### src/hw/raycast_pkg.sv
`default_nettype none

package raycast_pkg;

    typedef logic [8:0]  hcount_t;    // screen column
    typedef logic [7:0]  row_t;       // row within a column
    typedef logic [15:0] fb_addr_t;   // frame-buffer word address
    typedef logic [7:0]  color_t;     // palette index
    typedef logic [4:0]  map_cell_t;  // raw map cell value

    typedef enum logic [1:0] {HEDGE, PIGS, DINO, NEON} map_select_e;
    typedef enum logic [1:0] {CEILING, FLOOR, WALL} region_e;

    // one record from the wall-distance FIFO, msb first
    typedef struct packed {
        hcount_t     hcount;
        logic [7:0]  line_height;
        logic        wall_type;    // 0 = x side hit, 1 = y side hit
        map_cell_t   map_data;
        logic [15:0] wall_x;       // texture offset, unused here
    } column_rec_t;

    typedef struct packed {
        logic       valid;
        hcount_t    hcount;
        row_t       row;
        logic [7:0] line_height;
        logic       wall_type;
        map_cell_t  map_data;
        logic       last;          // final row of a packet-closing record
    } sweep_beat_t;

    typedef struct packed {
        logic    valid;
        hcount_t hcount;
        row_t    row;
        logic    last;
        region_e region;
    } span_result_t;

    typedef struct packed {
        logic   shade;
        color_t color;
    } fb_pixel_t;

    // per-row colour candidates, picked by region downstream
    typedef struct packed {
        color_t sky;
        color_t ground;
        color_t wall_color;
        logic   shade;
    } palette_t;

    localparam color_t SKY_HEDGE    = 8'd249;
    localparam color_t GROUND_HEDGE = 8'd239;
    localparam color_t SKY_DAY      = 8'd38;   // pigs and dino share these
    localparam color_t GROUND_DAY   = 8'd45;
    localparam color_t SKY_NEON     = 8'd255;
    localparam color_t GROUND_NEON  = 8'd255;
    localparam color_t SOLID_WALL   = 8'd14;
    localparam color_t NEON_YELLOW  = 8'd21;
    localparam color_t NEON_BLUE    = 8'd48;
    localparam color_t NEON_GREEN   = 8'd32;
    localparam color_t NEON_PINK    = 8'd181;

endpackage

`default_nettype wire

### src/hw/column_intake.sv
`timescale 1ns/10ps
`default_nettype none

module column_intake #(
    parameter int SCREEN_HEIGHT = 180
) (
    input  wire                      pixel_clk_in,
    input  wire                      rst_in,
    input  wire                      column_tvalid,
    input  wire raycast_pkg::column_rec_t column_tdata,
    input  wire                      column_tlast,
    input  wire                      fb_switch_ready,
    output logic                     column_tready,
    output raycast_pkg::sweep_beat_t beat
);

    localparam raycast_pkg::row_t LAST_ROW = raycast_pkg::row_t'(SCREEN_HEIGHT - 1);

    typedef enum logic [1:0] {
        ST_WAIT_REC,     // ready high, waiting on the FIFO
        ST_SWEEP,        // one beat per cycle, row 0 upward
        ST_WAIT_SWITCH   // packet done, hold off until fb swaps
    } state_t;

    state_t                   state;
    raycast_pkg::row_t        row_cnt;
    raycast_pkg::column_rec_t rec_q;   // accepted record
    logic                     tlast_q; // record closed a packet

    wire accept   = column_tvalid && column_tready;
    wire row_last = (row_cnt == LAST_ROW);

    always_ff @(posedge pixel_clk_in) begin
        if (accept) begin
            rec_q   <= column_tdata;
            tlast_q <= column_tlast;
        end
    end

    always_ff @(posedge pixel_clk_in) begin
        if (rst_in) begin
            state         <= ST_WAIT_REC;
            column_tready <= 1'b1;
            row_cnt       <= '0;
        end else begin
            case (state)
                ST_WAIT_REC: begin
                    if (accept) begin
                        state         <= ST_SWEEP;
                        column_tready <= 1'b0; // drops the cycle after acceptance
                        row_cnt       <= '0;
                    end
                end
                ST_SWEEP: begin
                    if (row_last) begin
                        row_cnt <= '0;
                        if (tlast_q) begin
                            state <= ST_WAIT_SWITCH; // tready stays low
                        end else begin
                            state         <= ST_WAIT_REC;
                            column_tready <= 1'b1;
                        end
                    end else begin
                        row_cnt <= row_cnt + 1'b1;
                    end
                end
                ST_WAIT_SWITCH: begin
                    if (fb_switch_ready) begin
                        state         <= ST_WAIT_REC;
                        column_tready <= 1'b1; // up in the next cycle
                    end
                end
                default: state <= ST_WAIT_REC;
            endcase
        end
    end

    // beat straight from the sweep registers
    always_comb begin
        beat.valid       = (state == ST_SWEEP);
        beat.hcount      = rec_q.hcount;
        beat.row         = row_cnt;
        beat.line_height = rec_q.line_height;
        beat.wall_type   = rec_q.wall_type;
        beat.map_data    = rec_q.map_data;
        beat.last        = (state == ST_SWEEP) && row_last && tlast_q;
    end

endmodule

`default_nettype wire

### src/hw/span_classifier.sv
`timescale 1ns/10ps
`default_nettype none

module span_classifier #(
    parameter int SCREEN_HEIGHT = 180
) (
    input  wire                        pixel_clk_in,
    input  wire                        rst_in,
    input  wire raycast_pkg::sweep_beat_t beat,
    output raycast_pkg::span_result_t  span
);

    localparam raycast_pkg::row_t HALF_H  = raycast_pkg::row_t'(SCREEN_HEIGHT / 2);
    localparam logic [8:0]        END_MAX = 9'(SCREEN_HEIGHT);

    logic [7:0]          half_len;
    raycast_pkg::row_t   draw_start;
    logic [8:0]          end_sum;   // one extra bit before clamping
    logic [8:0]          draw_end;
    raycast_pkg::region_e region;

    always_comb begin
        half_len   = beat.line_height >> 1;
        // clamp at the top edge
        draw_start = (half_len > HALF_H) ? '0 : HALF_H - half_len;
        end_sum    = {1'b0, HALF_H} + {1'b0, half_len};
        draw_end   = (end_sum > END_MAX) ? END_MAX : end_sum; // and at the bottom
        if (beat.row < draw_start) begin
            region = raycast_pkg::CEILING;
        end else if ({1'b0, beat.row} >= draw_end) begin
            region = raycast_pkg::FLOOR;
        end else begin
            region = raycast_pkg::WALL;
        end
    end

    always_ff @(posedge pixel_clk_in) begin
        span.hcount <= beat.hcount;
        span.row    <= beat.row;
        span.region <= region;
        if (rst_in) begin
            span.valid <= 1'b0;
            span.last  <= 1'b0;
        end else begin
            span.valid <= beat.valid;
            span.last  <= beat.last;
        end
    end

endmodule

`default_nettype wire

### src/hw/wall_palette.sv
`timescale 1ns/10ps
`default_nettype none

module wall_palette (
    input  wire                          pixel_clk_in,
    input  wire                          rst_in,
    input  wire raycast_pkg::sweep_beat_t beat,
    input  wire raycast_pkg::map_select_e map_select,
    output raycast_pkg::palette_t        colors
);

    raycast_pkg::color_t sky;
    raycast_pkg::color_t ground;
    raycast_pkg::color_t wall_color;
    logic                shade;

    // theme picks ceiling and floor
    always_comb begin
        case (map_select)
            raycast_pkg::HEDGE: begin
                sky    = raycast_pkg::SKY_HEDGE;
                ground = raycast_pkg::GROUND_HEDGE;
            end
            raycast_pkg::PIGS, raycast_pkg::DINO: begin
                sky    = raycast_pkg::SKY_DAY;
                ground = raycast_pkg::GROUND_DAY;
            end
            default: begin // neon
                sky    = raycast_pkg::SKY_NEON;
                ground = raycast_pkg::GROUND_NEON;
            end
        endcase
    end

    always_comb begin
        shade = beat.wall_type;
        case (beat.map_data)
            5'd0: begin
                wall_color = sky;   // empty cell shows through as sky
                shade      = 1'b0;
            end
            5'd23:   wall_color = raycast_pkg::NEON_YELLOW;
            5'd24:   wall_color = raycast_pkg::NEON_BLUE;
            5'd25:   wall_color = raycast_pkg::NEON_GREEN;
            5'd26:   wall_color = raycast_pkg::NEON_PINK;
            default: wall_color = raycast_pkg::SOLID_WALL; // incl. texture ids
        endcase
    end

    always_ff @(posedge pixel_clk_in) begin
        if (rst_in) begin
            colors <= '0;
        end else if (beat.valid) begin // hold between sweeps
            colors <= '{sky: sky, ground: ground, wall_color: wall_color, shade: shade};
        end
    end

endmodule

`default_nettype wire

### src/hw/pixel_writer.sv
`timescale 1ns/10ps
`default_nettype none

module pixel_writer #(
    parameter int SCREEN_WIDTH = 320
) (
    input  wire                          pixel_clk_in,
    input  wire                          rst_in,
    input  wire raycast_pkg::span_result_t span,
    input  wire raycast_pkg::palette_t    colors,
    output logic                         pixel_valid,
    output raycast_pkg::fb_addr_t        pixel_addr,
    output raycast_pkg::fb_pixel_t       pixel,
    output logic                         pixel_last
);

    localparam raycast_pkg::fb_addr_t ROW_STRIDE = raycast_pkg::fb_addr_t'(SCREEN_WIDTH);

    raycast_pkg::fb_pixel_t px_next;
    raycast_pkg::fb_addr_t  addr_next;

    always_comb begin
        case (span.region)
            raycast_pkg::CEILING: px_next = '{shade: 1'b0, color: colors.sky};
            raycast_pkg::FLOOR:   px_next = '{shade: 1'b0, color: colors.ground};
            default:              px_next = '{shade: colors.shade, color: colors.wall_color};
        endcase
        // row-major with one row of SCREEN_WIDTH words
        addr_next = raycast_pkg::fb_addr_t'(span.hcount)
                  + raycast_pkg::fb_addr_t'(span.row) * ROW_STRIDE;
    end

    always_ff @(posedge pixel_clk_in) begin
        pixel      <= px_next;
        pixel_addr <= addr_next;
        if (rst_in) begin
            pixel_valid <= 1'b0;
            pixel_last  <= 1'b0;
        end else begin
            pixel_valid <= span.valid;
            pixel_last  <= span.last;
        end
    end

endmodule

`default_nettype wire

### src/hw/column_flattener.sv
`timescale 1ns/10ps
`default_nettype none

module column_flattener #(
    parameter int SCREEN_WIDTH  = 320,
    parameter int SCREEN_HEIGHT = 180   // 2..255, width*height within 16 bits
) (
    input  wire                          pixel_clk_in,
    input  wire                          rst_in,
    input  wire                          column_tvalid,
    input  wire raycast_pkg::column_rec_t column_tdata,
    input  wire                          column_tlast,
    output logic                         column_tready,
    input  wire                          fb_switch_ready,
    input  wire raycast_pkg::map_select_e map_select,
    output logic                         pixel_valid,
    output raycast_pkg::fb_addr_t        pixel_addr,
    output raycast_pkg::fb_pixel_t       pixel,
    output logic                         pixel_last
);

    raycast_pkg::sweep_beat_t  beat;    // one row per cycle
    raycast_pkg::span_result_t span;    // region, one cycle later
    raycast_pkg::palette_t     colors;  // same stage as span

    column_intake #(.SCREEN_HEIGHT(SCREEN_HEIGHT)) intake0 (
        .pixel_clk_in   (pixel_clk_in),
        .rst_in         (rst_in),
        .column_tvalid  (column_tvalid),
        .column_tdata   (column_tdata),
        .column_tlast   (column_tlast),
        .fb_switch_ready(fb_switch_ready),
        .column_tready  (column_tready),
        .beat           (beat)
    );

    span_classifier #(.SCREEN_HEIGHT(SCREEN_HEIGHT)) classify0 (
        .pixel_clk_in(pixel_clk_in),
        .rst_in      (rst_in),
        .beat        (beat),
        .span        (span)
    );

    wall_palette palette0 (
        .pixel_clk_in(pixel_clk_in),
        .rst_in      (rst_in),
        .beat        (beat),
        .map_select  (map_select),
        .colors      (colors)
    );

    pixel_writer #(.SCREEN_WIDTH(SCREEN_WIDTH)) writer0 (
        .pixel_clk_in(pixel_clk_in),
        .rst_in      (rst_in),
        .span        (span),
        .colors      (colors),
        .pixel_valid (pixel_valid),
        .pixel_addr  (pixel_addr),
        .pixel       (pixel),
        .pixel_last  (pixel_last)
    );

endmodule

`default_nettype wire

### config.mk
export PLATFORM = sky130hd
export DESIGN_NAME = column_flattener
export DESIGN_NICKNAME = d
export VERILOG_FILES = /design/src/hw/raycast_pkg.sv /design/src/hw/column_intake.sv /design/src/hw/span_classifier.sv /design/src/hw/wall_palette.sv /design/src/hw/pixel_writer.sv /design/src/hw/column_flattener.sv
export SDC_FILE = /design/constraint.sdc
export NUM_CORES = 1
export LEC_CHECK = 0
export BUFFER_PORTS_ARGS = -buffer_cell sky130_fd_sc_hd__buf_2
export CAP_MARGIN = 20
export CELL_PAD_IN_SITES_DETAIL_PLACEMENT = 0
export CELL_PAD_IN_SITES_GLOBAL_PLACEMENT = 1
export CORE_AREA = 3 3 122 94
export DETAILED_ROUTE_END_ITERATION = 7
export DIE_AREA = 0 0 125 97
export PLACE_DENSITY = 0.79
export SYNTH_ARGS = -nofsm -noshare
export SYNTH_HDL_FRONTEND = slang
export SYNTH_HIERARCHICAL = 1
export SYNTH_SLANG_ARGS = --single-unit
### constraint.sdc
create_clock -name pixel_clk_in -period 7.8 [get_ports pixel_clk_in]
set_input_delay 0.39 -clock pixel_clk_in [delete_from_list [all_inputs] [get_ports pixel_clk_in]]
set_output_delay 0.39 -clock pixel_clk_in [all_outputs]
set_load 0.005 [all_outputs]
==> impl_metrics.json <==
{
  "status": "finished, final reports clean",
  "io_pins": 74,
  "worstRegToRegCells": 11,
  "clk_latency_ns": 0.34,
  "slew_viol_final": 0,
  "critPathCapture": "classify0/span[1]",
  "fin_crit_sh": 0.383,
  "place.gp.congestion": 0.818,
  "maxCapViolCount": 0,
  "cp-start-kind": "flip-flop",
  "initial_core_util": 0.437,
  "finalWirelength_um": 8220,
  "syn-num-nets": 509,
  "diodes": 0,
  "reg2reg_slack_ns": 4.81,
  "finalSetupViolCount": 0,
  "drtPass1Iterations": 4,
  "p_leak_uw": 0.00216,
  "cts_tree": "yes",
  "viasPerCell": 5.07,
  "required_ns": 8.06,
  "worstMarginPinSlew_ns": 0.536,
  "end_kind": "flip-flop",
  "row_count": 32,
  "grt_use_total": 0.141,
  "overflow": 0,
  "power.density_mw_per_mm2": 275,
  "ctsHtreeMaxLevel": 3,
  "setup_ws_ns": 4.81,
  "rsz0062_at_grt": "false",
  "whs_ns": 0.224,
  "synth_warnings": 6,
  "io_buffers": 56,
  "ant_nets": 0,
  "drc_errors": 0,
  "chipWidth_um": 125,
  "clk_pin_slew_ns": 0.07,
  "cts_hold_buffers": 0,
  "syn-cell-area_mm2": 0.00451,
  "cts_buffer_depth": 2,
  "hold_violations": 0,
  "placedCellCount": 589,
  "clock-skew-final_ns": 0.00653,
  "grt_pass1_wl_um": 14200,
  "grt_pass1_vias": 2966,
  "synth_cells": 418,
  "path_class": "reg -> reg",
  "drt_iter0_drc": 195,
  "cts_root_buffer": "clkbuf_16",
  "drive_above_1_share": 0.198,
  "startpoint": "intake0/beat[10]",
  "drt-wirelength-per-cell_um": 13.6,
  "grt_antenna_before_repair": 0,
  "slew_headroom": 0.639,
  "die_y_um": 97,
  "cp_max_fo": 7,
  "nets": 556,
  "r2r-end": "classify0/span[1]",
  "post-place-ws_ns": 4.84,
  "dieArea_mm2": 0.0121,
  "post_cts_buffers": 0,
  "min_path_type": "in -> reg",
  "cts_made_buffers": 9,
  "cts_sinks": 95,
  "cts_resized": 0,
  "core_mm2": 0.0103,
  "r2r-start": "intake0/beat[10]",
  "finalCriticalPeriod_ns": 2.99,
  "finalNonFillerCells": 606,
  "fmax_mhz": 334,
  "setup_tns_ns": 0,
  "max-vdd-ir-drop_uv": 154,
  "hpwlAfterDp_um": 6090,
  "syn_area_per_cell_um2": 10.8,
  "area_growth_pct": 13.8,
  "vias": 3071,
  "grt_max_degree": 30,
  "arrival_ns": 3.25
}
-- how the worst min path moves through the flow --
| stage | slack [ns] | depth (start not counted) | end | start |
|---|---|---|---|---|
| after detailed placement | 0.31 | 0 | writer0/pixel_addr[1] | classify0/span[12] |
| final | 0.22 | 1 | intake0/tlast_q | column_tlast |
| after floorplan | 0.31 | 0 | writer0/pixel_addr[0] | classify0/span[11] |
| after global placement | 0.31 | 0 | writer0/pixel_addr[2] | classify0/span[13] |
| after global routing | 0.20 | 1 | intake0/tlast_q | column_tlast |
| after CTS | 0.21 | 1 | intake0/tlast_q | column_tlast |
-- layout by cell type (no fill, tap or decap), types with 2 or more instances in the layout --
master / instances
xnor2_1: 17
a21oi_1: 19
nor3b_1: 2
nand4_1: 5
nand2b_1: 9
o21ai_1: 3
inv_1: 18
o21ai_0: 17
a31oi_1: 3
o21a_1: 3
fa_1: 2
inv_6: 3
a211oi_1: 8
clkbuf_16: 9
o211ai_1: 3
edfxtp_1: 23
xor2_1: 6
and2_1: 5
mux2i_1: 13
or3_1: 4
clkinvlp_4: 2
o21ai_2: 2
a211oi_2: 2
dfxtp_1: 72
buf_2: 56
nand3_1: 18
a21o_1: 3
nor2_1: 32
o2111ai_1: 4
ha_1: 43
nor3_1: 5
nand2_1: 24
nor2b_1: 7
-- registers in the layout, indices dropped and copies added (netlist names) --
name,count
classify0/span,21
intake0/beat,22
intake0/column_tready,1
intake0/row_cnt,8
intake0/state,2
intake0/tlast_q,1
palette0/colors,13
writer0/pixel,9
writer0/pixel_addr,16
writer0/pixel_last,1
writer0/pixel_valid,1
-- routing by layer --
layer / track usage / vias up / part of all wire
met3: 0.0480 / 7 / 0.052
met5: 0 / - / 0
li1: - / 1579 / -
met4: 0.0383 / 0 / 0.0097
met1: 0.200 / 1420 / 0.50
met2: 0.207 / 65 / 0.44
-- critical path, cell delays in order, from the launching register on --
cell and delay [ns]:
edfxtp_1 0.53, inv_1 0.11, ha_1 0.33, nor2b_1 0.22, mux2i_1 0.12, a211oi_2 0.36, nor3_1 0.09, ha_1 0.27
nand2b_1 0.15, a211o_1 0.31, a21oi_1 0.21, a2bb2oi_1 0.22
-- where the power goes --
part / internal, uW / switching [uW]
combinational: 156 / 178
sequential: 598 / 66.7
clock: 223 / 192
total: 977 / 436
-- cell type report --
class	count	area, um^2
Fill cell	946	5200
Multi-Input combinational cell	283	2160
Sequential cell	95	2130
Timing Repair Buffer	58	315
Clock buffer	9	225
Tap cell	136	170
Inverter	18	67.6
Clock inverter	7	66.3
-- metrics by stage --
stage	total power [uW]	instance area, um^2	util
after global placement	984	4810	0.466
after global routing	1510	5130	0.497
after detailed placement	998	4810	0.466
after CTS	1420	5110	0.494
final	1410	5130	0.497
after floorplan	923	4510	-
No activity file was read; power rests on OpenSTA's default activity.
